==> config.mk <==
export PLATFORM = sky130hd
export DESIGN_NAME = tawas_ls_flat
export DESIGN_NICKNAME = d
export VERILOG_FILES = /design/src/source/tawas_pkg.sv /design/src/source/tawas_ls_if.sv /design/src/source/tawas_ls.sv /design/src/flat_wrapper.sv
export SDC_FILE = /design/constraint.sdc
export NUM_CORES = 1
export LEC_CHECK = 0
export ABC_AREA = 1
export ABC_CLOCK_PERIOD_IN_PS = 1500
export BUFFER_PORTS_ARGS = -buffer_cell sky130_fd_sc_hd__buf_4
export CAP_MARGIN = 20
export CORE_MARGIN = 1
export CORE_UTILIZATION = 42
export DETAILED_ROUTE_END_ITERATION = 10
export PLACE_DENSITY = 0.83
export SLEW_MARGIN = 20
export SYNTH_ARGS = -nofsm -noshare
export SYNTH_HDL_FRONTEND = slang
export SYNTH_SLANG_ARGS = --single-unit
==> constraint.sdc <==
create_clock -name clk -period 1.5 [get_ports clk]
set_input_delay 0.075 -clock clk [delete_from_list [all_inputs] [get_ports clk]]
set_output_delay 0.075 -clock clk [all_outputs]
set_load 0.02 [all_outputs]
==> src/source/tawas_pkg.sv <==
// Shared widths, tag types and address-region rule for the load/store path.
// Every block refers to these by scoped name.
package tawas_pkg;

  // Number of barrel thread slices, fixed by the core pipeline
  localparam int num_slices = 4;

  // Addresses with this bit set belong to the AXI region
  localparam int axi_region_bit = 31;

  // Data or address word
  typedef logic [31:0] word_t;

  // Byte enables of one word
  typedef logic [3:0] mask_t;

  // Thread slice number
  typedef logic [$clog2(num_slices)-1:0] slice_t;

  // Destination register within a slice
  typedef logic [2:0] reg_sel_t;

  // AXI engine states
  typedef enum logic [1:0] {
    idle,
    addr,
    data,
    resp
  } arb_state_t;

  // True when the address is served by the AXI port instead of the local RAM
  function automatic logic is_axi(input word_t a);
    return a[axi_region_bit];
  endfunction

endpackage
==> src/source/tawas_ls_if.sv <==
// Hand-off of one AXI-region operation from the load/store front end to the
// AXI bridge. A hand-off lasts one cycle and the target slot is always free.
interface tawas_ls_if;

  logic                 valid;
  tawas_pkg::slice_t    slice;
  logic                 write;
  tawas_pkg::word_t     addr;
  tawas_pkg::word_t     data;
  tawas_pkg::mask_t     mask;
  tawas_pkg::reg_sel_t  reg_sel;

  modport ls (
    output valid,
    output slice,
    output write,
    output addr,
    output data,
    output mask,
    output reg_sel
  );

  modport axi (
    input valid,
    input slice,
    input write,
    input addr,
    input data,
    input mask,
    input reg_sel
  );

endinterface

==> src/source/tawas_ls.sv <==
// Load/store front end. Registers each operation, then sends it either to the
// local data RAM or across to the AXI bridge depending on the address region.
module tawas_ls #(
  parameter int dram_words = 256
) (
  input  logic                                 clk,
  input  logic                                 rst,

  input  logic                                 op_valid,
  input  tawas_pkg::slice_t                    op_slice,
  input  logic                                 op_write,
  input  tawas_pkg::word_t                     op_addr,
  input  tawas_pkg::word_t                     op_data,
  input  tawas_pkg::mask_t                     op_mask,
  input  tawas_pkg::reg_sel_t                  op_reg,
  input  logic [tawas_pkg::num_slices-1:0]     stall,

  tawas_ls_if.ls                               ls_bus,

  output logic                                 ram_en,
  output logic                                 ram_wr,
  output logic [$clog2(dram_words)-1:0]        ram_idx,
  output tawas_pkg::mask_t                     ram_mask,
  output tawas_pkg::word_t                     ram_wdata,

  output logic                                 loc_valid,
  output tawas_pkg::slice_t                    loc_slice,
  output tawas_pkg::reg_sel_t                  loc_reg
);

  logic                 r_valid;
  tawas_pkg::slice_t    r_slice;
  logic                 r_write;
  tawas_pkg::word_t     r_addr;
  tawas_pkg::word_t     r_data;
  tawas_pkg::mask_t     r_mask;
  tawas_pkg::reg_sel_t  r_reg;
  logic                 r_axi;

  // Accept stage
  always_ff @(posedge clk) begin
    if (rst) begin
      r_valid <= 1'b0;
    end else begin
      r_valid <= op_valid;
    end
  end

  always_ff @(posedge clk) begin
    if (op_valid) begin
      r_slice <= op_slice;
      r_write <= op_write;
      r_addr  <= op_addr;
      r_data  <= op_data;
      r_mask  <= op_mask;
      r_reg   <= op_reg;
    end
  end

  assign r_axi = tawas_pkg::is_axi(r_addr);

  // Local RAM access, one cycle after acceptance
  // The index wraps on the RAM depth, which is a power of two
  assign ram_en    = r_valid && !r_axi;
  assign ram_wr    = r_write;
  assign ram_idx   = r_addr[$clog2(dram_words)+1:2];
  assign ram_mask  = r_mask;
  assign ram_wdata = r_data;

  // Load tags follow the RAM read by one cycle so they meet the read data
  always_ff @(posedge clk) begin
    if (rst) begin
      loc_valid <= 1'b0;
    end else begin
      loc_valid <= ram_en && !r_write;
    end
  end

  always_ff @(posedge clk) begin
    loc_slice <= r_slice;
    loc_reg   <= r_reg;
  end

  // AXI-region operations go to the bridge slot of their slice
  assign ls_bus.valid   = r_valid && r_axi;
  assign ls_bus.slice   = r_slice;
  assign ls_bus.write   = r_write;
  assign ls_bus.addr    = r_addr;
  assign ls_bus.data    = r_data;
  assign ls_bus.mask    = r_mask;
  assign ls_bus.reg_sel = r_reg;

  // A stalled slice must not issue, or the bridge would see a second request
  a_no_op_when_stalled: assert property (
    @(posedge clk) disable iff (rst) op_valid |-> !stall[op_slice]
  ) else $error("operation issued on stalled slice %0d", op_slice);

endmodule

==> src/flat_wrapper.sv <==
// flat-port wrapper written by rule: the top's interface ports become plain ports
module tawas_ls_flat 
#(
  parameter int dram_words = 256
)
  (clk, rst, op_valid, op_slice, op_write, op_addr, op_data, op_mask, op_reg, stall, ram_en, ram_wr, ram_idx, ram_mask, ram_wdata, loc_valid, loc_slice, loc_reg, ls_bus_valid, ls_bus_slice, ls_bus_write, ls_bus_addr, ls_bus_data, ls_bus_mask, ls_bus_reg_sel);
  tawas_ls_if ls_bus_i ();
  input  logic clk;
  input  logic rst;
  input  logic op_valid;
  input  tawas_pkg::slice_t op_slice;
  input  logic op_write;
  input  tawas_pkg::word_t op_addr;
  input  tawas_pkg::word_t op_data;
  input  tawas_pkg::mask_t op_mask;
  input  tawas_pkg::reg_sel_t op_reg;
  input  logic [tawas_pkg::num_slices-1:0] stall;
  output logic ram_en;
  output logic ram_wr;
  output logic [$clog2(dram_words)-1:0] ram_idx;
  output tawas_pkg::mask_t ram_mask;
  output tawas_pkg::word_t ram_wdata;
  output logic loc_valid;
  output tawas_pkg::slice_t loc_slice;
  output tawas_pkg::reg_sel_t loc_reg;
  output wire logic [$bits(ls_bus_i.valid)-1:0] ls_bus_valid;
  output wire logic [$bits(ls_bus_i.slice)-1:0] ls_bus_slice;
  output wire logic [$bits(ls_bus_i.write)-1:0] ls_bus_write;
  output wire logic [$bits(ls_bus_i.addr)-1:0] ls_bus_addr;
  output wire logic [$bits(ls_bus_i.data)-1:0] ls_bus_data;
  output wire logic [$bits(ls_bus_i.mask)-1:0] ls_bus_mask;
  output wire logic [$bits(ls_bus_i.reg_sel)-1:0] ls_bus_reg_sel;
  assign ls_bus_valid = ls_bus_i.valid;
  assign ls_bus_slice = ls_bus_i.slice;
  assign ls_bus_write = ls_bus_i.write;
  assign ls_bus_addr = ls_bus_i.addr;
  assign ls_bus_data = ls_bus_i.data;
  assign ls_bus_mask = ls_bus_i.mask;
  assign ls_bus_reg_sel = ls_bus_i.reg_sel;
  tawas_ls #(.dram_words(dram_words)) u_core (.clk(clk), .rst(rst), .op_valid(op_valid), .op_slice(op_slice), .op_write(op_write), .op_addr(op_addr), .op_data(op_data), .op_mask(op_mask), .op_reg(op_reg), .stall(stall), .ls_bus(ls_bus_i), .ram_en(ram_en), .ram_wr(ram_wr), .ram_idx(ram_idx), .ram_mask(ram_mask), .ram_wdata(ram_wdata), .loc_valid(loc_valid), .loc_slice(loc_slice), .loc_reg(loc_reg));
endmodule
; Yosys cells after proc, flatten, opt, wreduce, memory -nomap -nowiden
; Cells that the tools add are included.
[totals]
register_bits = 81
latchBits = 0
ram_bits = 0
mem_bits_ro = 0
in_bits = 81
out_inout_bits = 127
wordCells = 15
mem_count = 0
[classes]
n_addsub = 0
multipliers = 0
div = 0
order_cmp = 0
n_eq_ne = 0
shift = 0
mux = 0
bitwise_logic = 0
reduce_logical = 5
[ops]
columns = cell, n
row1 = logical AND 1 bit, 3
row2 = logical NOT 1 bit, 2

; Logic depth before layout (Yosys ltp)
[logic_depth]
word_depth = 3
depth_mapped = 3
mapped_depth_nobuf = 3

; Worst setup path after synthesis
; Ideal clock, no wire load.
[synth_timing]
path_kind = reg-to-output
startpoint = register u_core.r_addr[31] (netlist: u_core.ls_bus.addr[31])
endpoint = output port ram_en
arrival_ns = 0.779
required_ns = 1.425
slack_ns = 0.646
stages_incl_launch_ff = 4
path_buffers = 0
cell_sequence = edfxtp_1 -> inv_1 -> nand2_2 -> inv_1
[synth_via]
elab_chain_len = 2
[synth_rtl]
columns = item, line_no
row1 = from (decl), tawas_ls.sv:34  ; tawas_pkg::word_t r_addr;
row2 = from (signal assigned), tawas_ls.sv:53  ; r_addr <= op_addr;
row3 = logical NOT 1 bit, tawas_ls.sv:64  ; assign ram_en = r_valid && !r_axi;
row4 = logical AND 1 bit, tawas_ls.sv:64
row5 = to (decl), flat_wrapper.sv:18  ; output logic ram_en;
; No other way between the ends.

; Final worst setup path
; Same ends and word-level chain as after synthesis.

==> results.md <==
| Metric | Reported | Unit |
|---|---|---|
| Type of origin of the critical path | flop | - |
| Highest net fanout along the worst path | 3 | - |
| Final weighted congestion of routability-driven global placement | 0.703 | - |
| Number of placed instances, taps included | 374 | - |
| Final Setup Violations | 0 | - |
| Complex-gate fraction of the synthesized area | 0 | % |
| Final WS setup | 0.289 | ns |
| Area post-placement | 4060 | um2 |
| Largest net degree at the start of global routing | 39 | - |
| Pre-CTS setup slack | 0.516 | ns |
| Post-Syn Nets | 218 | - |
| Count of warnings emitted by yosys | 0 | - |
| Initial standard-cell utilization of the core | 43.5 | % |
| Worst endpoint required time | 1.42 | ns |
| Non-filler instance count after layout | 465 | - |
| Number of vias after detailed routing | 2019 | - |
| Hold path startpoint | op_valid | - |
| Buffers from clock root to sink, at most | 2 | - |
| Clock Power Share | 28.8 | % |
| Number of core rows | 29 | - |
| Post-DR vias/cell | 4.34 | - |
| Area added between synthesis and finish | 82.2 | % |
| Highest attainable clock frequency | 0.826 | GHz |
| Share of the cycle needed by the critical path after routing | 80.7 | % |
| Post-synthesis instance total | 137 | - |
| Number of routed nets with antenna violations | 0 | - |
| CTS Buf Count | 9 | - |
| Core area | 6310 | um2 |
| Clock slew seen by the registers of the worst setup and hold paths | 0.08 | ns |
| RSZ-0062 raised after global routing | no | - |
| Sequential-to-total area share from yosys stat | 86.0 | % |
| Root buffer cell | sky130_fd_sc_hd__clkbuf_8 | - |
| Critical path capture point type | primary output | - |
| Number of levels the H-tree was split into | 3 | - |
| Int Pwr | 4.05 | mW |
| Final hold violation count | 0 | - |
| Final layout net count | 464 | - |
| Combinational family with the most area after synthesis | buffers and inverters | - |
| Crit path top cell by count | sky130_fd_sc_hd__inv_1 | - |
| Vias in the first global route | 2262 | - |
| VDD IR-drop max | 1110 | uV |
| Remaining max-slew budget at the tightest pin | 67.6 | % |
| Post-synthesis instance area | 2750 | um2 |
| Outcome | finished, final reports clean | - |
| Top cell type by total area after synthesis | sky130_fd_sc_hd__edfxtp_1 | - |
| Number of different library cells in the post-synthesis netlist | 8 | - |
| Synthesized area divided by synthesized cell count | 20.0 | um2 |
| CP max stage delay | 0.44 | ns |
| Residual DRC | 0 | - |
| Die ar. | 6870 | um2 |
| Post-Route Skew | 0.00632 | ns |
| Design Power | 5.46 | mW |
| Congestion Overflow GR | 0 | - |
| Final number of max-transition violations | 0 | - |
| Worst min-delay path class | in2reg | - |
| Highest-count cells in the layout ignoring fill and taps | sky130_fd_sc_hd__buf_4, sky130_fd_sc_hd__dlygate4sd3_1, sky130_fd_sc_hd__edfxtp_1 | - |
| Crit path from | u_core.ls_bus.addr[31]$_DFFE_PP_ | - |
| Top cell type's share of synthesized area | 80.9 | % |
| Max-cap check violation count | 0 | - |
| Number of top-level design ports | 208 | - |
| Multiplexer share of the synthesized area | 0 | % |
| Leakage | 2.23 | nW |
| Wire length per cell | 16.5 | um |
| Cell-by-cell trace of the critical path | inv_1 > nand2_2 > inv_1 > buf_4 | - |
| Most area-consuming cells after synthesis | sky130_fd_sc_hd__edfxtp_1, sky130_fd_sc_hd__buf_4, sky130_fd_sc_hd__dfxtp_1 | - |
| First DRT Iteration DRCs | 51 | - |
| Post-layout instance area | 5000 | um2 |
| Critical path's slowest cell | sky130_fd_sc_hd__edfxtp_1 | - |
| Post-Route Utilization | 79.3 | % |
| Post-synthesis register bit count | 81 | - |
| Drt total wl | 7680 | um |
| Worst Path Class, Setup | reg2out | - |
| Die Ht | 82.9 | um |
| Fraction of the mapped netlist area in adder cells | 0 | % |
| Number of gates resized after CTS | 0 | - |
| Clock Sinks | 81 | - |
| CP arrival | 1.14 | ns |
| Global-route wire length before repair | 11600 | um |
| Latest clock arrival within the worst-skew pair | 0.34 | ns |
| Final min period | 1.21 | ns |
| Post-synthesis share of cell area spent on and, or, nand and nor gates | 0.866 | % |
| Sw Share | 25.9 | % |
| Launching point of the worst reg2reg path | u_core.ls_bus.addr[31]$_DFFE_PP_ | - |
| Portion of total power attributed to sequential cells | 50.4 | % |
| Actual transition at the worst max-transition pin | 0.485 | ns |
| Layout cells sized above 1 | 57.2 | % |
| Ant. Diodes | 0 | - |
| Final hold slack | 0.191 | ns |
| Switching power | 1.41 | mW |
| Combinational Power Share | 20.8 | % |
| Die X-Extent | 82.9 | um |
| IO buf count | 203 | - |
| Number of detailed-route iterations in the first pass | 4 | - |
| DP HPWL | 4630 | um |
| Xor and xnor area share after synthesis | 0 | % |
| Most common library cell in the layout ignoring fill and taps | sky130_fd_sc_hd__buf_4 | - |
| Power density relative to cell area | 1090 | nW/um2 |
| Clock tree from TritonCTS | done | - |
| Antenna violations before repair | 0 | - |
| GR Util All Layers | 22.5 | % |
| Aggregate negative setup slack | 0 | ns |
==> cells in the mapped netlist <==
cell type                   n
sky130_fd_sc_hd__nor2_2     1
sky130_fd_sc_hd__edfxtp_1  74
sky130_fd_sc_hd__nand2_2    1
sky130_fd_sc_hd__inv_1      6
sky130_fd_sc_hd__buf_4     45
sky130_fd_sc_hd__nand2_1    2
sky130_fd_sc_hd__dfxtp_1    7
sky130_fd_sc_hd__nor2_1     1
==> layer usage <==
| layer | share of wire, % | up-vias | track usage, % |
|---|---|---|---|
| li1 | - | 930 | - |
| met1 | 33 | 960 | 21.7 |
| met2 | 59 | 115 | 43.7 |
| met3 | 6.6 | 14 | 5.77 |
| met4 | 2.0 | 0 | 10.3 |
| met5 | 0 | - | 0 |
==> worst max-delay path: cells and delay by family (launching register included) <==
family | cells | cell delay (ns)
buffers and inverters | 3 | 0.29
flip-flops | 1 | 0.44
AND/OR/NAND/NOR | 1 | 0.07
==> final cells by class <==
type	instances	area, um2
repair buffers	280	2300
multi-input cells	5	23.8
inverters	6	22.5
clock buffers	11	141
clock inverters	5	55.1
well taps	77	96.3
fillers	357	1310
flip-flops and latches	81	2360
==> power by group through the flow <==
stage | registers, mW | clock network (mW) | logic (mW)
finish | 2.75 | 1.57 | 1.14
global route | 2.77 | 1.68 | 1.18
CTS | 2.75 | 1.59 | 1.13
detailed placement | 2.79 | 0 | 0.969
global placement | 2.78 | 0 | 0.950
floorplan | 3.00 | 0 | 0.268
==> logic make-up after synthesis <==
family,count (synthesis)
buffers and inverters,51
flip-flops,81
AND/OR/NAND/NOR,5
==> worst paths after layout <==
check	to	slack, ns	cells past startpoint
worst max register to register	u_core.loc_valid$_SDFF_PP0_	0.72	3
worst min-delay path	u_core.r_valid$_SDFF_PP0_	0.19	4
worst max-delay path	ram_en	0.29	4
worst min register to register	u_core.loc_reg[0]$_DFF_P_	0.38	0
==> timing repair <==
action                                 CTS  global route
endpoints found under the hold margin   76             0
setup buffers                            0             0
hold buffers                            75             0
Note: power is estimated with default switching activity, not from simulation.
