`config.mk`:
```
export PLATFORM = sky130hd
export DESIGN_NAME = tawas_ld_rtn
export DESIGN_NICKNAME = d
export VERILOG_FILES = /design/src/source/tawas_pkg.sv /design/src/source/tawas_ld_rtn.sv
export SDC_FILE = /design/constraint.sdc
export NUM_CORES = 1
export LEC_CHECK = 0
export ABC_AREA = 1
export BUFFER_PORTS_ARGS = -buffer_cell sky130_fd_sc_hd__buf_4
export CAP_MARGIN = 20
export CELL_PAD_IN_SITES_DETAIL_PLACEMENT = 1
export CELL_PAD_IN_SITES_GLOBAL_PLACEMENT = 1
export CORE_ASPECT_RATIO = 1.25
export CORE_MARGIN = 2
export CORE_UTILIZATION = 33
export DETAILED_ROUTE_END_ITERATION = 10
export GPL_TIMING_DRIVEN = 0
export PLACE_DENSITY = 0.82
export SYNTH_ARGS = -nofsm -noshare
export SYNTH_HDL_FRONTEND = slang
export SYNTH_SLANG_ARGS = --single-unit
```
`constraint.sdc`:
```
create_clock -name clk -period 0.8 [get_ports clk]
set_input_delay 0.08 -clock clk [delete_from_list [all_inputs] [get_ports clk]]
set_output_delay 0.08 -clock clk [all_outputs]
set_load 0.005 [all_outputs]
```
`src/source/tawas_pkg.sv`:
```
// Shared widths, tag types and address-region rule for the load/store path.
// Every block refers to these by scoped name.
package tawas_pkg;

  // Number of barrel thread slices, fixed by the core pipeline
  localparam int num_slices = 4;

  // Addresses with this bit set belong to the AXI region
  localparam int axi_region_bit = 31;

  // Data or address word
  typedef logic [31:0] word_t;

  // Byte enables of one word
  typedef logic [3:0] mask_t;

  // Thread slice number
  typedef logic [$clog2(num_slices)-1:0] slice_t;

  // Destination register within a slice
  typedef logic [2:0] reg_sel_t;

  // AXI engine states
  typedef enum logic [1:0] {
    idle,
    addr,
    data,
    resp
  } arb_state_t;

  // True when the address is served by the AXI port instead of the local RAM
  function automatic logic is_axi(input word_t a);
    return a[axi_region_bit];
  endfunction

endpackage
```
`src/source/tawas_ld_rtn.sv`:
```
// Load return arbiter. Merges local RAM loads and AXI read results onto the
// one registered writeback port, local loads first.
module tawas_ld_rtn (
  input  logic                 clk,
  input  logic                 rst,

  input  logic                 loc_valid,
  input  tawas_pkg::slice_t    loc_slice,
  input  tawas_pkg::reg_sel_t  loc_reg,
  input  tawas_pkg::word_t     loc_data,

  input  logic                 rd_valid,
  input  tawas_pkg::slice_t    rd_slice,
  input  tawas_pkg::reg_sel_t  rd_reg,
  input  tawas_pkg::word_t     rd_data,
  output logic                 rd_full,

  output logic                 load_valid,
  output tawas_pkg::slice_t    load_slice,
  output tawas_pkg::reg_sel_t  load_reg,
  output tawas_pkg::word_t     load_data
);

  logic                 buf_v;
  tawas_pkg::slice_t    buf_slice;
  tawas_pkg::reg_sel_t  buf_reg;
  tawas_pkg::word_t     buf_data;

  // The buffer stays occupied past this edge only when a local load blocks it
  assign rd_full = buf_v && loc_valid;

  always_ff @(posedge clk) begin
    if (rst) begin
      load_valid <= 1'b0;
      buf_v      <= 1'b0;
    end else begin
      load_valid <= loc_valid || buf_v;
      buf_v      <= rd_valid || (buf_v && loc_valid);
    end
  end

  always_ff @(posedge clk) begin
    if (loc_valid) begin
      load_slice <= loc_slice;
      load_reg   <= loc_reg;
      load_data  <= loc_data;
    end else begin
      load_slice <= buf_slice;
      load_reg   <= buf_reg;
      load_data  <= buf_data;
    end
    if (rd_valid) begin
      buf_slice <= rd_slice;
      buf_reg   <= rd_reg;
      buf_data  <= rd_data;
    end
  end

endmodule

```
# Yosys cells after proc, flatten, opt, wreduce, memory -nomap -nowiden

Index checks and enable logic that the tools add are counted.

Mux-type cells: 3
Reduce and logical (&&, ||, !) cells: 3

Operator list:

| cell               | number |
|---|---|
| 32-bit two-way mux | 1 |
| 3-bit two-way mux  | 1 |
| 1-bit logical OR   | 2 |
| 2-bit two-way mux  | 1 |
| 1-bit logical AND  | 1 |

Logic and storage cells: 14
Bits in registers: 76

# Logic depth before layout (Yosys ltp)

Gate-level depths: netlist of run 1.

Depth in word-level cells: 2
Mapped depth: 4
Mapped depth without buffers: 3

# Least setup slack after synthesis of run 1

OpenSTA, ideal clock, no wires.

Kind: input port to flip-flop
Start: input port loc_valid
End: register load_data[21]
Arrival: 438 ps
Path slack: 250 ps
Required time: 688 ps
Setup time: 112 ps
Stages on the path: 4
Path through: buf_4 -> buf_6 -> nand2_1 -> nand2_1

Longest elaborated chain between the ends: 1

RTL lines:

| item                 | RTL line           | source |
|---|---|---|
| from (decl)          | tawas_ld_rtn.sv:7  | `input logic loc_valid,` |
| 32-bit two-way mux   | tawas_ld_rtn.sv:43 | `if (loc_valid) begin` |
| to (signal assigned) | tawas_ld_rtn.sv:46 | `load_data <= loc_data;` |
| to (signal assigned) | tawas_ld_rtn.sv:50 | `load_data <= buf_data;` |
| to (decl)            | tawas_ld_rtn.sv:21 | `output tawas_pkg::word_t load_data` |

No other way between the ends.
A chain may end at the register's enable or synchronous reset.

# Worst setup path in the final report of run 1

Start: register buf_v
End: output port rd_full

Longest elaborated chain between the ends: 1

RTL lines:

| item                   | RTL line           | source |
|---|---|---|
| from (decl)            | tawas_ld_rtn.sv:24 | `logic buf_v;` |
| from (signal assigned) | tawas_ld_rtn.sv:38 | `buf_v <= rd_valid \|\| (buf_v && loc_valid);` |
| 1-bit logical AND      | tawas_ld_rtn.sv:30 | `assign rd_full = buf_v && loc_valid;` |
| to (decl)              | tawas_ld_rtn.sv:16 | `output logic rd_full,` |

No other way between the ends.

==> results of run 1 <==
## cells in the mapped netlist
cell / n / area share
buf_2: 5 / 0.011
nand2_1: 112 / 0.18
a21oi_1: 1 / 0.0021
buf_6: 1 / 0.0047
inv_2: 1 / 0.0016
edfxtp_1: 37 / 0.47
inv_1: 2 / 0.0032
nor2_1: 2 / 0.0032
dfxtp_1: 39 / 0.33
buf_4: 1 / 0.0032
## power breakdown
group	switching, µW	leakage (µW)	total (µW)	internal (µW)
clock network	1380	0.0000911	2790	1410
registers	129	0.000693	4580	4450
logic	451	0.00130	1300	850
total	1960	0.00208	8670	6710
## cell families (layout without fill, tap and decap cells)
| logic type | count (synthesis) | count (layout) | share of synthesized area |
|---|---|---|---|
| simple gates | 114 | 114 | 0.180 |
| compound gates | 1 | 1 | 0.00210 |
| flops | 76 | 76 | 0.795 |
| buf+inv | 10 | 218 | 0.0231 |
## critical path, cell delays in order (launching register included)
cell and delay [ns]:
dfxtp_2 0.33, nand2_2 0.07, inv_2 0.04, buf_6 0.10
## through the flow
stage               power [µW]  setup TNS (ns)  cells  hold slack [ns]  setup WS [ns]
finish                    8670           -1.74    499           0.0844         -0.147
floorplan                 4800               0    201            0.149          0.250
global placement          5420           -3.54    407            0.246        -0.0891
global route              9060           -3.02    499            0.104         -0.190
CTS                       8610           -2.38    498           0.0760         -0.164
detailed placement        5470           -4.51    407            0.252        -0.0988
## repair_timing
action / in CTS / in global routing
pin swaps: 0 / 0
buffers inserted: 0 / 1
endpoints found under the hold margin: 76 / 0
endpoints found under the setup margin: 39 / 39
hold buffers: 75 / 0
resized for setup: 33 / 33
## worst max path at each step
| stage | endpoint | slack (ns) | cells after the start |
|---|---|---|---|
| floorplan | load_data[21] | 0.25 | 4 |
| CTS | rd_full | -0.16 | 3 |
| global placement | buf_data[16] | -0.09 | 1 |
| detailed placement | buf_data[16] | -0.1 | 1 |
| global route | rd_full | -0.19 | 3 |
| finish | rd_full | -0.15 | 3 |
## final cells by class
cell class / instances / area [µm²] / share of cell area
sequential: 76 / 1930 / 0.432
timing repair buffer: 192 / 1750 / 0.392
multi-input combinational: 115 / 435 / 0.0974
clock buffer: 10 / 128 / 0.0286
tap: 90 / 113 / 0.0252
clock inverter: 6 / 55.1 / 0.0123
buffer: 7 / 43.8 / 0.00980
inverter: 3 / 11.3 / 0.00252
## cells in the final DEF, fill, tap and decap left out, drive strengths merged
cell	instances
inv	3
clkbuf	10
nand2	112
bufinv	1
dfxtp	39
dlygate4sd3	75
buf	124
a21oi	1
clkinvlp	1
edfxtp	37
nor2	2
clkinv	4
## routing by layer
layer / vias up / global-route usage / part of all wire
met5: - / 0 / 0
met4: 0 / 0.0665 / 0.027
met3: 17 / 0.0687 / 0.052
met2: 76 / 0.385 / 0.58
met1: 1020 / 0.197 / 0.34
li1: 1040 / - / -
==> reports/metrics.yaml, run 1 <==
clock_skew_ns: 0.00713
grt_remaining_overflow: 0
synthesis.area_per_instance_um2: 11.8
postSynthRegisterBits: 76
global_route_wire_length_before_repair_mm: 11.9
hold_path_end: "load_data[31]"
antenna_left: 0
critical_path.startpoint_type: "flop"
top_level_ports: 117
power_density_nw_per_um2: 1940
insertion_delay_ns: 0.33
fill_cells: 721
worst-r2r-cell-count: 3
gp_congestion: 0.719
drive_above_1_share: 0.418
critical_path_required_ns: 0.72
cts_buffer_depth: 2
violations_in_the_final_reports: "negative setup slack"
grt.total_usage: 0.202
place_hpwl_mm: 4.09
floorplan.die.height_um: 98.9
worst_slew_pin_slew_ns: 0.518
dieArea_um2: 7910
root_buffer: "clkbuf_8"
starting_utilization_of_the_core_area: 0.341
max_cap_violations: 0
rsz0062_at_grt: "yes"
core_um2: 6980
worst_setup_hold_path_clk_slew_ns: 0.07
rr_endpoint: "buf_v"
worstPathArrival_ns: 0.87
reg.largest.list: "buf_data (32), load_data (32)"
postLayoutCellArea_um2: 4470
pins_over_slew_limit: 0
setup-violations-final: 39
worst_slack_ns: -0.147
timing.max_slew.rel_slack: 0.655
diodes: 0
worstSetupStartpoint: "buf_v"
yosysSeqAreaShare: 0.795
synthCells: 201
timing.hold.worst.start: "loc_valid"
placed_area_um2: 3360
antenna_found_initial: 0
numPortBuffers: 116
ys_warn_count: 0
outcome: "finished, violations left"
wirelength_mm: 7.97
drc: 0
synth_cell_type_count: 10
pin_count_of_the_biggest_net_entering_global_routing: 39
cts_tree: "yes"
fmax_mhz: 1060
reg2reg_from: "buf_v"
ctsHtreeMaxLevel: 3
drtPass1Iterations: 4
final_hold_viol_count: 0
period_share: 1.18
clock_sinks: 76
die_x_um: 80.0
worst-path-max-fanout: 2
dr.first_iter.drc_count: 56
holdCritPathClass: "input port to flop"
syn_area_um2: 2380
post_drt_wl_per_cell_um: 16.0
worst_setup_path_end_kind: "output port"
fp-row-count: 34
min_period_ns: 0.947
syn_to_final_growth_pct: 87.8
numCtsBuffers: 9
hold_depth: 4
layout.core_utilization: 0.641
worst_ir_drop_vdd_uv: 1640
synth_fp_nets: 279
r2r_setup_slack_ns: 0.09
viasPerCell: 4.31
dr_total_vias: 2153
layout.nets: 482
power.leakage_uw: 0.00208
crit_type: "flop to output port"
grt_pass1_vias: 2492
No activity file was read; power rests on OpenSTA's default activity.
==> inputs of run 2 (changes only) <==
PLACE_DENSITY = 0.83   (was 0.82)
clock period = 1 ns   (was 0.8 ns; I/O delays follow)
==> run 2 against run 1 <==
The run now ends clean; sequential power decreased by 21%; combinational power decreased by 26%; largest power group unchanged; cell count unchanged; core utilization decreased by 2.5 points; count of clock-buffer cells in the layout increased by 4; die area unchanged; non-clock buffer count unchanged; design area decreased by 4.0%; critical path depth unchanged; power decreased by 24%; critical path type unchanged; clock skew increased by 0.00093 ns; global-route usage increased by 0.54 points.
==> reports/metrics.yaml, run 2 (synthesis results as in run 1) <==
holdCritPathClass: "input port to flop"
power_density_nw_per_um2: 1540
wirelength_mm: 7.74
drive_above_1_share: 0.342
grt_pass1_vias: 2517
worst_ir_drop_vdd_uv: 911
global_route_wire_length_before_repair_mm: 12.0
postLayoutCellArea_um2: 4290
root_buffer: "clkbuf_8"
antenna_found_initial: 0
reg.largest.list: "buf_data (32), load_data (32)"
antenna_left: 0
die_x_um: 80.0
most-common-layout-cells: "117 x buf_4, 111 x nand2_1, 75 x dlygate4sd3_1, 38 x dfxtp_1, 37 x edfxtp_1"
rsz0062_at_grt: "yes"
layout_commonest_cell: "buf_4"
placed_area_um2: 3360
clock_skew_ns: 0.00806
critical_path_required_ns: 0.90
ctsHtreeMaxLevel: 3
gp_congestion: 0.713
power_frac_comb: 0.145
place_hpwl_mm: 4.14
layout.nets: 482
top_level_ports: 117
min_period_ns: 0.980
critical_path.startpoint_type: "flop"
clock_sinks: 76
worst_setup_hold_path_clk_slew_ns: 0.07
finish.cell_count_without_fillers: 499
pins_over_slew_limit: 0
floorplan.die.height_um: 98.9
crit_type: "flop to output port"
pin_count_of_the_biggest_net_entering_global_routing: 39
numCtsBuffers: 9
viasPerCell: 4.26
dr_total_vias: 2127
max_cap_violations: 0
numPortBuffers: 116
final_hold_viol_count: 0
cts_buffer_depth: 2
setup-violations-final: 0
period_share: 0.980
power_frac_seq: 0.546
drtPass1Iterations: 4
syn_to_final_growth_pct: 80.3
power.leakage_uw: 0.00203
p_sw_uw: 1500
numPlacedInstances: 407
grt.total_usage: 0.207
fp-row-count: 34
timing.max_slew.rel_slack: 0.664
tns_ns: 0
post_drt_wl_per_cell_um: 15.5
dieArea_um2: 7910
worst_slew_pin_slew_ns: 0.504
worst-path-max-fanout: 2
insertion_delay_ns: 0.33
cts_tree: "yes"
worst_setup_path_end_kind: "output port"
power.share.switching: 0.227
diodes: 0
fmax_mhz: 1020
dr.first_iter.drc_count: 52
core_um2: 6980
p_int_uw: 5120
p_clk_frac: 0.308
outcome: "finished clean"
grt_remaining_overflow: 0
starting_utilization_of_the_core_area: 0.341
drc: 0
worstPathArrival_ns: 0.88
layout.core_utilization: 0.615
run 2: path summary, 6_finish.rpt:
path,from,end,slack (ns),depth (start not counted)
worst min register to register,buf_data[31],load_data[31],0.44,2
worst min-delay path,loc_valid,load_data[31],0.10,4
worst max-delay path,buf_v,rd_full,0.02,3
worst max register to register,buf_v,buf_v,0.28,3
run 2: power groups by stage:
stage	Clock [µW]	Combinational, µW	Sequential, µW
floorplan	0	159	3680
global placement	0	676	3660
detailed placement	0	697	3680
CTS	2070	943	3610
global route	2240	1050	3630
finish	2040	961	3610
run 2: layout make-up:
cell class	instances	area (µm²)
Tap cell	90	113
Fill cell	750	2690
Sequential cell	76	1890
Inverter	3	11.3
Buffer	7	43.8
Clock inverter	2	10.0
Timing Repair Buffer	192	1630
Clock buffer	14	153
Multi-Input combinational cell	115	435
run 2: worst max-delay path, stage by stage (launching register included):
cell,delay (ns)
dfxtp_2,0.34
nand2_2,0.06
inv_2,0.06
buf_6,0.08
run 2: what timing repair did:
action | CTS | global route
gates resized for setup | 4 | 0
endpoints found under the setup margin | 1 | 1
buffers inserted | 1 | 0
endpoints found under the hold margin | 76 | 0
hold buffers | 75 | 0
run 2: metrics by stage:
step           total power (µW)  hold slack [ns]  setup WS [ns]
6_report                   6610            0.102         0.0197
5_1_grt                    6920            0.103        -0.0388
4_1_cts                    6630           0.0893        0.00379
3_5_place_dp               4380            0.274         0.0936
3_3_place_gp               4340            0.264         0.0966
2_1_floorplan              3840            0.169          0.430
run 2: routing by layer:
| metal | vias to the layer above | global-route usage | share of wire |
|---|---|---|---|
| li1 | 1041 | - | - |
| met2 | 77 | 0.417 | 0.59 |
| met5 | - | 0 | 0 |
| met4 | 0 | 0.0704 | 0.025 |
| met1 | 992 | 0.189 | 0.33 |
| met3 | 17 | 0.0595 | 0.053 |
==> inputs of run 3 (changes only) <==
RECOVER_POWER = 50   (was unset)
==> run 3 against run 2 <==
Register-to-register slack about the same; die area unchanged; clock power about the same; critical path type unchanged; largest power group unchanged.
==> reports/metrics.yaml, run 3 (synthesis results as in run 1) <==
outcome: "finished clean"
diodes: 0
placed_area_um2: 3360
setup-violations-final: 0
critical_path.startpoint_type: "flop"
fp-row-count: 34
worst-path-max-fanout: 2
cts_buffer_depth: 2
postLayoutCellArea_um2: 4290
power.leakage_uw: 0.00203
p_sw_uw: 1500
most-common-layout-cells: "111 x nand2_1, 82 x buf_4, 75 x dlygate4sd3_1, 38 x dfxtp_1, 37 x edfxtp_1"
insertion_delay_ns: 0.33
die_x_um: 80.0
power_density_nw_per_um2: 1540
drtPass1Iterations: 4
cts_tree: "yes"
cpMaxStageDelayCell: "dfxtp_2"
max_cap_violations: 0
grt.total_usage: 0.207
antenna_left: 0
dr_total_vias: 2126
drc: 0
crit_type: "flop to output port"
ctsHtreeMaxLevel: 3
worst_setup_hold_path_clk_slew_ns: 0.07
power.share.switching: 0.227
power_frac_comb: 0.144
grt_remaining_overflow: 0
top_level_ports: 117
starting_utilization_of_the_core_area: 0.341
numPlacedInstances: 407
hold_ws_ns: 0.101
viasPerCell: 4.26
p_clk_frac: 0.309
pins_over_slew_limit: 0
finish.cell_count_without_fillers: 499
critical_path_required_ns: 0.90
cp_cell_sequence: "nand2_2 -> inv_2 -> buf_6"
period_share: 0.981
r2r_setup_slack_ns: 0.28
antenna_found_initial: 0
min_period_ns: 0.981
kind_of_cell_adding_the_most_delay_to_the_critical_path: "flip-flops"
numCtsBuffers: 9
place_hpwl_mm: 4.14
fmax_mhz: 1020
dr.first_iter.drc_count: 48
layout.core_utilization: 0.615
worst_path_largest_cell_delay_ns: 0.34
clock_skew_ns: 0.00807
clock_sinks: 76
worst_slew_pin_slew_ns: 0.988
rsz0062_at_grt: "yes"
worstPathArrival_ns: 0.88
power_frac_seq: 0.547
floorplan.die.height_um: 98.9
holdCritPathClass: "input port to flop"
layout_commonest_cell: "nand2_1"
power.total_uw: 6610
reg.largest.list: "buf_data (32), load_data (32)"
drive_above_1_share: 0.342
wirelength_mm: 7.72
numPortBuffers: 116
root_buffer: "clkbuf_8"
grt_pass1_vias: 2517
dieArea_um2: 7910
worst_setup_path_end_kind: "output port"
syn_to_final_growth_pct: 80.2
global_route_wire_length_before_repair_mm: 12.0
gp_congestion: 0.713
p_int_uw: 5110
final_hold_viol_count: 0
timing.max_slew.rel_slack: 0.342
layout.nets: 482
worst_ir_drop_vdd_uv: 911
pin_count_of_the_biggest_net_entering_global_routing: 39
post_drt_wl_per_cell_um: 15.5
core_um2: 6980
timing.critical_path.buf_inv: 2
[run 3: cell count changes in the layout (fill, tap and decap cells not counted), sizes merged]
cell | previous run | this run
buf | 124 | 89
clkbuf | 14 | 49
[run 3: cell type report]
| cell class | count | area (µm²) |
|---|---|---|
| buffer | 7 | 43.8 |
| timing repair buffer | 192 | 1630 |
| tap | 90 | 113 |
| clock buffer | 14 | 153 |
| fill | 750 | 2690 |
| multi-input combinational | 115 | 435 |
| inverter | 3 | 11.3 |
| clock inverter | 2 | 10.0 |
| sequential | 76 | 1890 |
[run 3: through the flow]
step                setup WS, ns  setup TNS (ns)
floorplan                  0.430               0
global placement          0.0966               0
detailed placement        0.0936               0
CTS                      0.00379               0
global route             -0.0388         -0.0388
finish                    0.0189               0
[run 3: worst paths after layout]
path                            cells past startpoint    startpoint       endpoint
worst max register to register                      3         buf_v          buf_v
worst min register to register                      2  buf_data[31]  load_data[31]
worst max-delay path                                3         buf_v        rd_full
worst min-delay path                                4     loc_valid  load_data[31]
[run 3: what timing repair did]
item	CTS	global route
hold buffers	75	0
gates resized for setup	4	0
cloned	0	0
endpoints found under the setup margin	1	1
buffers inserted	1	0
endpoints found under the hold margin	76	0
[run 3: worst register-to-register path: cells and delay by family, from the launching register on]
family	cells	cell delay, ns
flip-flops	1	0.34
AO/OA/AOI/OAI	1	0.11
AND/OR/NAND/NOR	1	0.07
buffers and inverters	1	0.13
[run 3: power groups by stage]
stage          registers (µW)  logic, µW  clock network (µW)
5_1_grt                  3630       1050                2240
2_1_floorplan            3680        159                   0
3_5_place_dp             3680        697                   0
4_1_cts                  3610        943                2070
6_report                 3610        952                2040
3_3_place_gp             3660        676                   0
[run 3: layer usage]
layer / vias to the layer above / share of wire / track usage
met5: - / 0 / 0
met1: 991 / 0.33 / 0.189
met2: 77 / 0.59 / 0.417
met3: 17 / 0.052 / 0.0595
li1: 1041 / - / -
met4: 0 / 0.025 / 0.0704
