[src/source/tawas_pkg.sv]
// Shared widths, tag types and address-region rule for the load/store path.
// Every block refers to these by scoped name.
package tawas_pkg;

  // Number of barrel thread slices, fixed by the core pipeline
  localparam int num_slices = 4;

  // Addresses with this bit set belong to the AXI region
  localparam int axi_region_bit = 31;

  // Data or address word
  typedef logic [31:0] word_t;

  // Byte enables of one word
  typedef logic [3:0] mask_t;

  // Thread slice number
  typedef logic [$clog2(num_slices)-1:0] slice_t;

  // Destination register within a slice
  typedef logic [2:0] reg_sel_t;

  // AXI engine states
  typedef enum logic [1:0] {
    idle,
    addr,
    data,
    resp
  } arb_state_t;

  // True when the address is served by the AXI port instead of the local RAM
  function automatic logic is_axi(input word_t a);
    return a[axi_region_bit];
  endfunction

endpackage
[src/source/tawas_ls_if.sv]
// Hand-off of one AXI-region operation from the load/store front end to the
// AXI bridge. A hand-off lasts one cycle and the target slot is always free.
interface tawas_ls_if;

  logic                 valid;
  tawas_pkg::slice_t    slice;
  logic                 write;
  tawas_pkg::word_t     addr;
  tawas_pkg::word_t     data;
  tawas_pkg::mask_t     mask;
  tawas_pkg::reg_sel_t  reg_sel;

  modport ls (
    output valid,
    output slice,
    output write,
    output addr,
    output data,
    output mask,
    output reg_sel
  );

  modport axi (
    input valid,
    input slice,
    input write,
    input addr,
    input data,
    input mask,
    input reg_sel
  );

endinterface

[src/source/tawas_axi.sv]
// AXI4-Lite master bridge. One request slot per slice and a round-robin pick
// feed a single engine that runs one transaction at a time.
module tawas_axi (
  input  logic                              clk,
  input  logic                              rst,

  tawas_ls_if.axi                           ls_bus,
  output logic [tawas_pkg::num_slices-1:0]  stall,

  output logic                              rd_valid,
  output tawas_pkg::slice_t                 rd_slice,
  output tawas_pkg::reg_sel_t               rd_reg,
  output tawas_pkg::word_t                  rd_data,
  input  logic                              rd_full,

  output tawas_pkg::word_t                  awaddr,
  output logic                              awvalid,
  input  logic                              awready,
  output tawas_pkg::word_t                  wdata,
  output tawas_pkg::mask_t                  wstrb,
  output logic                              wvalid,
  input  logic                              wready,
  input  logic [1:0]                        bresp,
  input  logic                              bvalid,
  output logic                              bready,
  output tawas_pkg::word_t                  araddr,
  output logic                              arvalid,
  input  logic                              arready,
  input  tawas_pkg::word_t                  rdata,
  input  logic [1:0]                        rresp,
  input  logic                              rvalid,
  output logic                              rready
);

  localparam int ns = tawas_pkg::num_slices;

  // Slot payloads
  logic                 slot_write [ns];
  tawas_pkg::word_t     slot_addr  [ns];
  tawas_pkg::word_t     slot_data  [ns];
  tawas_pkg::mask_t     slot_mask  [ns];
  tawas_pkg::reg_sel_t  slot_reg   [ns];

  logic [ns-1:0]          occ;
  logic [ns-1:0]          issued;
  tawas_pkg::slice_t      last_slice;
  tawas_pkg::arb_state_t  state;
  tawas_pkg::slice_t      cur;
  logic                   w_done;
  logic                   rtn_pend;
  tawas_pkg::slice_t      rtn_slice;
  logic                   pick_valid;
  tawas_pkg::slice_t      pick;

  // Round robin starting just after the slice served last
  always_comb begin
    tawas_pkg::slice_t cand;
    pick_valid = 1'b0;
    pick       = last_slice;
    for (int i = ns; i >= 1; i--) begin
      cand = tawas_pkg::slice_t'(last_slice + i);
      if (occ[cand] && !issued[cand]) begin
        pick_valid = 1'b1;
        pick       = cand;
      end
    end
  end

  // A slice stalls from the hand-off cycle until its slot is freed
  always_comb begin
    stall = occ;
    if (ls_bus.valid) begin
      stall[ls_bus.slice] = 1'b1;
    end
  end

  always_ff @(posedge clk) begin
    if (ls_bus.valid) begin
      slot_write[ls_bus.slice] <= ls_bus.write;
      slot_addr[ls_bus.slice]  <= ls_bus.addr;
      slot_data[ls_bus.slice]  <= ls_bus.data;
      slot_mask[ls_bus.slice]  <= ls_bus.mask;
      slot_reg[ls_bus.slice]   <= ls_bus.reg_sel;
    end
  end

  always_ff @(posedge clk) begin
    if (rst) begin
      state      <= tawas_pkg::idle;
      occ        <= '0;
      issued     <= '0;
      last_slice <= tawas_pkg::slice_t'(ns - 1);
      w_done     <= 1'b0;
      rtn_pend   <= 1'b0;
    end else begin
      // Read slot is released once its buffered result reaches writeback
      if (rtn_pend && !rd_full) begin
        occ[rtn_slice]    <= 1'b0;
        issued[rtn_slice] <= 1'b0;
        rtn_pend          <= 1'b0;
      end
      case (state)
        tawas_pkg::idle: begin
          if (pick_valid) begin
            cur          <= pick;
            last_slice   <= pick;
            issued[pick] <= 1'b1;
            w_done       <= 1'b0;
            state        <= tawas_pkg::addr;
          end
        end
        tawas_pkg::addr: begin
          if (slot_write[cur]) begin
            if (awready) begin
              state <= (wready || w_done) ? tawas_pkg::resp : tawas_pkg::data;
            end else if (wready) begin
              w_done <= 1'b1;
            end
          end else if (arready) begin
            state <= tawas_pkg::resp;
          end
        end
        tawas_pkg::data: begin
          if (wready) begin
            state <= tawas_pkg::resp;
          end
        end
        tawas_pkg::resp: begin
          // Response codes are taken as they come, whatever bresp or rresp says
          if (bready && bvalid) begin
            occ[cur]    <= 1'b0;
            issued[cur] <= 1'b0;
            state       <= tawas_pkg::idle;
          end else if (rd_valid) begin
            rtn_pend  <= 1'b1;
            rtn_slice <= cur;
            state     <= tawas_pkg::idle;
          end
        end
        default: state <= tawas_pkg::idle;
      endcase
      if (ls_bus.valid) begin
        occ[ls_bus.slice] <= 1'b1;
      end
    end
  end

  // Channel drive from the slot being served
  assign awaddr  = slot_addr[cur];
  assign araddr  = slot_addr[cur];
  assign wdata   = slot_data[cur];
  assign wstrb   = slot_mask[cur];
  assign awvalid = (state == tawas_pkg::addr) && slot_write[cur];
  assign wvalid  = ((state == tawas_pkg::addr) && slot_write[cur] && !w_done) ||
                   (state == tawas_pkg::data);
  assign arvalid = (state == tawas_pkg::addr) && !slot_write[cur];
  assign bready  = (state == tawas_pkg::resp) && slot_write[cur];
  assign rready  = (state == tawas_pkg::resp) && !slot_write[cur] && !rd_full;

  assign rd_valid = rvalid && rready;
  assign rd_slice = cur;
  assign rd_reg   = slot_reg[cur];
  assign rd_data  = rdata;

  a_slot_free: assert property (
    @(posedge clk) disable iff (rst) ls_bus.valid |-> !occ[ls_bus.slice]
  ) else $error("hand-off to busy slot of slice %0d", ls_bus.slice);

endmodule

[src/flat_wrapper.sv]
// flat-port wrapper written by rule: the top's interface ports become plain ports
module tawas_axi_flat 
  (clk, rst, stall, rd_valid, rd_slice, rd_reg, rd_data, rd_full, awaddr, awvalid, awready, wdata, wstrb, wvalid, wready, bresp, bvalid, bready, araddr, arvalid, arready, rdata, rresp, rvalid, rready, ls_bus_valid, ls_bus_slice, ls_bus_write, ls_bus_addr, ls_bus_data, ls_bus_mask, ls_bus_reg_sel);
  tawas_ls_if ls_bus_i ();
  input  logic clk;
  input  logic rst;
  output logic [tawas_pkg::num_slices-1:0] stall;
  output logic rd_valid;
  output tawas_pkg::slice_t rd_slice;
  output tawas_pkg::reg_sel_t rd_reg;
  output tawas_pkg::word_t rd_data;
  input  logic rd_full;
  output tawas_pkg::word_t awaddr;
  output logic awvalid;
  input  logic awready;
  output tawas_pkg::word_t wdata;
  output tawas_pkg::mask_t wstrb;
  output logic wvalid;
  input  logic wready;
  input  logic [1:0] bresp;
  input  logic bvalid;
  output logic bready;
  output tawas_pkg::word_t araddr;
  output logic arvalid;
  input  logic arready;
  input  tawas_pkg::word_t rdata;
  input  logic [1:0] rresp;
  input  logic rvalid;
  output logic rready;
  input wire logic [$bits(ls_bus_i.valid)-1:0] ls_bus_valid;
  input wire logic [$bits(ls_bus_i.slice)-1:0] ls_bus_slice;
  input wire logic [$bits(ls_bus_i.write)-1:0] ls_bus_write;
  input wire logic [$bits(ls_bus_i.addr)-1:0] ls_bus_addr;
  input wire logic [$bits(ls_bus_i.data)-1:0] ls_bus_data;
  input wire logic [$bits(ls_bus_i.mask)-1:0] ls_bus_mask;
  input wire logic [$bits(ls_bus_i.reg_sel)-1:0] ls_bus_reg_sel;
  assign ls_bus_i.valid = ls_bus_valid;
  assign ls_bus_i.slice = ls_bus_slice;
  assign ls_bus_i.write = ls_bus_write;
  assign ls_bus_i.addr = ls_bus_addr;
  assign ls_bus_i.data = ls_bus_data;
  assign ls_bus_i.mask = ls_bus_mask;
  assign ls_bus_i.reg_sel = ls_bus_reg_sel;
  tawas_axi u_core (.clk(clk), .rst(rst), .ls_bus(ls_bus_i), .stall(stall), .rd_valid(rd_valid), .rd_slice(rd_slice), .rd_reg(rd_reg), .rd_data(rd_data), .rd_full(rd_full), .awaddr(awaddr), .awvalid(awvalid), .awready(awready), .wdata(wdata), .wstrb(wstrb), .wvalid(wvalid), .wready(wready), .bresp(bresp), .bvalid(bvalid), .bready(bready), .araddr(araddr), .arvalid(arvalid), .arready(arready), .rdata(rdata), .rresp(rresp), .rvalid(rvalid), .rready(rready));
endmodule
[config.mk]
export PLATFORM = sky130hd
export DESIGN_NAME = tawas_axi_flat
export DESIGN_NICKNAME = d
export VERILOG_FILES = /design/src/source/tawas_pkg.sv /design/src/source/tawas_ls_if.sv /design/src/source/tawas_axi.sv /design/src/flat_wrapper.sv
export SDC_FILE = /design/constraint.sdc
export NUM_CORES = 1
export LEC_CHECK = 0
export BUFFER_PORTS_ARGS = -buffer_cell sky130_fd_sc_hd__buf_2
export CAP_MARGIN = 20
export CORE_UTILIZATION = 43
export DETAILED_ROUTE_END_ITERATION = 12
export PLACE_DENSITY = 0.7
export SLEW_MARGIN = 20
export SYNTH_ARGS = -nofsm -noshare
export SYNTH_HDL_FRONTEND = slang
export SYNTH_SLANG_ARGS = --single-unit
[constraint.sdc]
create_clock -name clk -period 9.1 [get_ports clk]
set_input_delay 1.82 -clock clk [delete_from_list [all_inputs] [get_ports clk]]
set_output_delay 1.82 -clock clk [all_outputs]
set_load 0.01 [all_outputs]
# Word-level counts from Yosys, hierarchy flattened

Memory sizes are Yosys's and may differ from the RTL's. A register that Yosys moved wholly into a read port is not among the register bits.
Index checks and enable logic that the tools add are counted.

$add $sub $neg: 4
Reductions and logical operators: 33
Mux-type cells: 69
Bitwise gates (word level): 11
Eq/ne operators: 11
$lt $le $gt $ge: 12

Operator list:

| operator              | number |
|---|---|
| $mux W4               | 11 |
| $mux W2               | 16 |
| $mux W1               | 27 |
| $lt A2 B3 Y1 const B  | 8 |
| $logic_and A1 B1 Y1   | 17 |
| $and A4 B4 Y4         | 4 |
| $bmux W1 S2           | 8 |
| $or A4 B4 Y4          | 3 |
| $reduce_and A5 Y1     | 2 |
| $demux W1 S2          | 4 |
| $ge A2 B1 Y1 const B  | 4 |
| $not A4 Y4            | 2 |
| $pmux W2 S4           | 1 |
| $pmux W4 S2           | 1 |
| $logic_not A1 Y1      | 7 |
| $ne A2 B2 Y1 const B  | 3 |
| $ne A3 B2 Y1 const B  | 2 |
| $add A2 B1 Y2 const B | 2 |
| $add A2 B2 Y2 const B | 2 |
| $eq A2 B2 Y1 const B  | 2 |
| $ne A2 B1 Y1 const B  | 2 |
| $reduce_and A4 Y1     | 1 |
| $ne A3 B3 Y1 const B  | 1 |
| $reduce_and A3 Y1     | 1 |
| 7 further kinds       | 9 |

Word-level logic and storage cells: 153
RAM bits: 288
Output and inout port bits: 147
Memories kept: 5
Bits of input ports: 119
Register bits after elaboration: 18

Memories:

| name              | words | bits a word | rd ports | clocked after Yosys merged registers in | wr ports | line            | source |
|---|---|---|---|---|---|---|---|
| u_core.slot_addr  | 4     | 32          | 1        | 1                                       | 1        | tawas_axi.sv:39 | `tawas_pkg::word_t slot_addr [ns];` |
| u_core.slot_data  | 4     | 32          | 1        | 1                                       | 1        | tawas_axi.sv:40 | `tawas_pkg::word_t slot_data [ns];` |
| u_core.slot_mask  | 4     | 4           | 1        | 1                                       | 1        | tawas_axi.sv:41 | `tawas_pkg::mask_t slot_mask [ns];` |
| u_core.slot_reg   | 4     | 3           | 1        | 1                                       | 1        | tawas_axi.sv:42 | `tawas_pkg::reg_sel_t slot_reg [ns];` |
| u_core.slot_write | 4     | 1           | 1        | 1                                       | 1        | tawas_axi.sv:38 | `logic slot_write [ns];` |

# Logic depth before layout (Yosys ltp)

Gate-level depths: netlist of run 1.

Depth after elaboration: 16
Depth in mapped cells: 7
Gate-level depth less buffers: 6

# Least setup slack after synthesis of run 1

No wires, ideal clock.

Kind: in2out
From: in ls_bus_slice[1]
To: out stall[0] in the netlist's numbering
Stages: 2
Path buffers: 0
Arrival time: 7.874 ns
Path slack: -0.594 ns
Required time: 7.280 ns
Path through: nor3b_1 > or2_2

Longest elaborated chain between the ends: 6
Elaborated cells between the ends (all ways): 7
Classes of those cells: order compare (2); mux (3); bitwise (1); reduce/logical (1)

RTL lines:

| item                                                               | line               | source |
|---|---|---|
| start, declared                                                    | flat_wrapper.sv:31 | `input wire logic [$bits(ls_bus_i.slice)-1:0] ls_bus_slice;` |
| $lt A2 B3 Y1 (implied by the code) or $ge A2 B1 Y1 (tied branches) | tawas_axi.sv:73    | `stall[ls_bus.slice] = 1'b1;` |
| $logic_and A1 B1 Y1 (implied by the code)                          | tawas_axi.sv:73    |  |
| $mux W1 (implied by the code)                                      | tawas_axi.sv:73    |  |
| $demux W1 S2 (*)                                                   | -                  |  |
| $or A4 B4 Y4 (no source line) (*)                                  | -                  |  |
| $mux W4 (*)                                                        | tawas_axi.sv:72    | `if (ls_bus.valid) begin` |
| end, declared                                                      | flat_wrapper.sv:7  | `output logic [tawas_pkg::num_slices-1:0] stall;` |

Every way passes the cells marked *; elsewhere a longest branch is shown, timed or not.

==> impl_metrics.ini, run 1 <==
[status]
outcome = finished clean

[grt]
grtUsageTotal_pct = 15.3
grt_overflow = 0
grt_pass1_wl_um = 33400
antenna_found_initial = 3
grt_max_degree = 53
grt_pass1_vias = 6066

[final_layout]
mostFrequentLayoutCells = edfxtp_1, buf_2, mux4_2, clkbuf_16, dfxtp_1
multiInputGateArea_sq_mm = 0.00233
nNetsFinal = 860
reg_top3 = u_core.slot_addr x128, u_core.slot_data x128, u_core.slot_mask x16
final_common_cell = edfxtp_1
seq_area_sq_mm = 0.00910
fin_cells = 1133
final_core_util_pct = 51.3
drive_above_1_share_pct = 43.3
nFillCells = 2224
synthToLayoutAreaGrowth_pct = 15.8

[clock_tree]
post_cts_buffers = 0
clk_latency_ns = 0.54
clock_sinks = 308
cts_root_buf = clkbuf_16
hold_buffers = 0
htreeDepth = 1
clock_path_buffers = 3
cts_inserted_buffers = 31
cts_tree = done
cts.clk_slew.worst_paths_ns = 0.06
cts_resized = 0

[sta]
hold_viol = 0
fin_setup_tns_ns = 0
report.final.slew_viol_count = 0
clock_skew_ns = 0.00459
fin_crit_ns = 4.78
period_share_pct = 52.5
fin_ws_ns = 4.32
max_freq_mhz = 209
rsz0062_at_grt = no
setup_viol = 0
max_slew.worst_pin.slew_ns = 0.901
slew_headroom_pct = 39.9

[floorplanning]
die_h_um = 169
io_pins = 266
core_area_sq_mm = 0.0272
die-area_sq_mm = 0.0286
die_w_um = 169
initial_utilization_pct = 44.3
core.rowCount = 60

[pwr]
vdd_drop_max_mv = 0.148
power_density_mw_per_mm2 = 251
leakage_nw = 4.86

[setup_path]
rrSetupSlack_ns = 6.49
critPathBufInv = 2
critPathKind = reg2out
cp_max_fo = 43
crit_slowest_cell = buf_4
max_stage_delay_ns = 0.82
arrival_ns = 2.96
crit_path_end_kind = primary output
start_kind = register
path_delay_family = buffers and inverters
path_cells = buf_4 > mux4_2 > buf_2
critical_path_required_ns = 7.28

[detailed_routing]
m1WireLength_um = 9190
wl_met2_um = 11000
top_layer = met5
drt_iter0_markers = 417
dr.pass1.iters = 5
via_count = 5932
avgViaCountPerCell = 5.24
drtAntennaViolNets = 0
avgRoutedWirePerCell_um = 19.7
drc = 0
wirelength_um = 22300
wl_met3_um = 1740

[synthesis]
synth_mux_area_share_pct = 13.8
synthAdderAreaFrac_pct = 0.416
synth_compound_area_share_pct = 2.36
async_flop_share_pct = 0
syn-cell-area_sq_mm = 0.0120
ys_ff_latch = 308
synth-edff-count = 292
syn_nets = 706
yosys_warnings = 0
synth-simple-area-share_pct = 2.63
netlist_instances = 583
ys_top_cells_by_area = edfxtp_1, mux4_2, buf_4
ys_types = 42
synth_area_leader_cell = edfxtp_1
synth_xor_area_share_pct = 0
synth_top_family_by_area = multiplexers
synth_seq_area_share_pct = 75.6
synth_top_area_share_pct = 72.9
avgSynthCellArea_sq_um = 20.6
synth_ff_type = edfxtp_1

[placed_design]
dp.cells = 1076
dpl.hpwl_um = 13500
place_ws_ns = 4.76
place.port_buffers = 197
gp_congestion = 0.769

[min_path]
min_path_type = reg2reg

[job]
cap_violations = 0
==> worst min-delay path, cell delays in order (launching register included) <==
cell and delay [ns]:
dfxtp_1 0.32, nand2_1 0.07, a21oi_1 0.06
==> synthesized netlist by cell type, types with 4 or more instances <==
master,number
edfxtp_1,292
mux4_2,73
buf_4,65
dfxtp_1,16
inv_1,15
nand2_1,13
nand2b_1,9
a21oi_1,8
clkbuf_1,8
nor2_1,8
buf_1,6
nor2b_1,6
nand3_1,5
nor3_1,5
ha_1,4
or2_2,4
==> stage by stage <==
step	total power, mW	hold slack (ns)	cell area (sq um)
detailed placement	2.36	0.484	13000
global route	3.64	0.518	13900
floorplan	2.19	0.452	12000
CTS	3.54	0.494	13900
finish	3.50	0.491	13900
global placement	2.36	0.467	13000
==> layout make-up <==
class | instances | area share [%]
diodes | 2 | 0.0359
clock buffers | 39 | 5.79
clock inverters | 16 | 0.943
inverters | 15 | 0.431
multi-input cells | 177 | 16.7
flip-flops and latches | 308 | 65.3
well taps | 372 | 3.34
repair buffers | 204 | 7.46
==> logic make-up (layout without fill, tap and decap cells) <==
family          count (synthesis)  count (layout)
fa+ha+maj                       4               4
flops                         308             308
mux                            75              75
other cells                     0               2
buf+inv                        98             274
compound gates                 38              38
simple gates                   60              60
==> where the power goes <==
group	switching [mW]	leakage (nW)	internal, mW
combinational	0.328	1.59	0.300
clock	0.498	0.456	0.679
sequential	0.0579	2.81	1.64
==> per-layer routing <==
| layer | up-vias | track usage (%) |
|---|---|---|
| li1 | 2619 | - |
| met4 | 4 | 3.88 |
| met3 | 49 | 3.71 |
| met1 | 3001 | 19.7 |
| met2 | 259 | 26.2 |
| met5 | - | 0 |
==> final timing paths <==
check / startpoint / depth (start not counted) / end
min: u_core.rtn_pend$_SDFF_PP0_ / 2 / u_core.rtn_pend$_SDFF_PP0_
min reg2reg: u_core.rtn_pend$_SDFF_PP0_ / 2 / u_core.rtn_pend$_SDFF_PP0_
max: register / 3 / awaddr[29]
max reg2reg: register / 5 / u_core.state[0]$_SDFFE_PP0P_
Note: power is estimated with default switching activity, not from simulation.
==> run 2: changes to the inputs <==
- clock period: 9.1 -> 4.05 ns (I/O delays scaled with it)
==> impl_metrics.ini, run 2 (synthesis gave the netlist of run 1 again) <==
[sta]
setup_viol = 0
clock_skew_ns = 0.00509
slew_headroom_pct = 44.1
fin_crit_ns = 3.24
timing.hold.ws_ns = 0.478
report.final.slew_viol_count = 0
max_slew.worst_pin.slew_ns = 0.837
fin_setup_tns_ns = 0
rsz0062_at_grt = no
period_share_pct = 80.0
hold_viol = 0
max_freq_mhz = 309

[final_layout]
final_common_cell = edfxtp_1
seq_area_sq_mm = 0.00910
multiInputGateArea_sq_mm = 0.00233
mostFrequentLayoutCells = edfxtp_1, buf_2, mux4_2, clkbuf_16, dfxtp_1
drive_above_1_share_pct = 43.8
synthToLayoutAreaGrowth_pct = 16.9
reg_top3 = u_core.slot_addr x128, u_core.slot_data x128, u_core.slot_mask x16
nFillCells = 2194
nNetsFinal = 861

[detailed_routing]
wirelength_um = 22200
drtAntennaViolNets = 0
drc = 0
drt_iter0_markers = 312
avgRoutedWirePerCell_um = 19.6
dr.pass1.iters = 4
avgViaCountPerCell = 5.18
via_count = 5880

[clock_tree]
cts_tree = done
cts.clk_slew.worst_paths_ns = 0.06
hold_buffers = 0
cts_resized = 0
htreeDepth = 1
clock_sinks = 308
post_cts_buffers = 0
clock_path_buffers = 3
cts_inserted_buffers = 31
cts_root_buf = clkbuf_16
clk_latency_ns = 0.54

[setup_path]
critical_path_required_ns = 3.24
arrival_ns = 2.43
critPathKind = reg2out
start_kind = register
crit_path_end_kind = primary output
cp_max_fo = 20

[pwr]
p_total_mw = 8.03
power_density_mw_per_mm2 = 571
leakage_nw = 4.92
vdd_drop_max_mv = 0.357

[floorplanning]
core.rowCount = 60
initial_utilization_pct = 44.3
die_w_um = 169
io_pins = 266
die_h_um = 169
die-area_sq_mm = 0.0286
core_area_sq_mm = 0.0272

[job]
cap_violations = 0

[placed_design]
dpl.hpwl_um = 13200
gp_congestion = 0.799
place.port_buffers = 197

[min_path]
min_path_type = in2reg
worstHoldStart = ls_bus_addr[11]

[grt]
grt_overflow = 0
grt_max_degree = 74
grt_pass1_vias = 6073
grt_pass1_wl_um = 34000
grtUsageTotal_pct = 15.5
antenna_found_initial = 2

[status]
outcome = finished clean
==> run 2: per-stage QoR <==
step,std cells,instance area [sq um],util [%],setup WS (ns)
3_3_place_gp,1077,13100,48.0,1.34
5_1_grt,1134,14100,51.7,0.641
4_1_cts,1134,14100,51.7,0.732
6_report,1135,14100,51.7,0.812
3_5_place_dp,1077,13100,48.0,1.33
2_1_floorplan,583,12000,-,0.179
==> run 2: report_power, final <==
| part | leakage, nW | switching, mW | internal (mW) |
|---|---|---|---|
| sequential | 2.81 | 0.127 | 3.68 |
| clock | 0.494 | 1.14 | 1.65 |
| combinational | 1.61 | 0.745 | 0.689 |
| total | 4.92 | 2.01 | 6.02 |
==> run 2: worst max-delay path: stages (launching register included) <==
cell,delay (ns)
dfxtp_4,0.62
mux4_2,0.69
and2_1,0.24
a21o_1,0.19
buf_2,0.14
==> run 2: layout make-up <==
| cell class | instances | share of cell area, % |
|---|---|---|
| inverters | 15 | 0.427 |
| flip-flops and latches | 308 | 64.7 |
| well taps | 372 | 3.31 |
| clock inverters | 21 | 1.43 |
| repair buffers | 205 | 7.89 |
| diodes | 1 | 0.0178 |
| clock buffers | 36 | 5.65 |
| multi-input cells | 177 | 16.5 |
==> run 2: path summary, 6_finish.rpt <==
kind	endpoint	slack, ns	cells after the start
min reg2reg	u_core.rtn_pend$_SDFF_PP0_	0.49	2
max reg2reg	u_core.state[0]$_SDFFE_PP0P_	1.58	5
max	wvalid	0.81	4
min	u_core.slot_addr[1][11]$_DFFE_PP_	0.48	1
==> run 2: routing by layer <==
| layer | global-route usage (%) | up-vias | share of wire (%) |
|---|---|---|---|
| li1 | - | 2619 | - |
| met1 | 21.0 | 2999 | 43 |
| met2 | 25.5 | 200 | 48 |
| met3 | 3.03 | 60 | 6.7 |
| met4 | 4.35 | 2 | 2.2 |
| met5 | 0 | - | 0.058 |
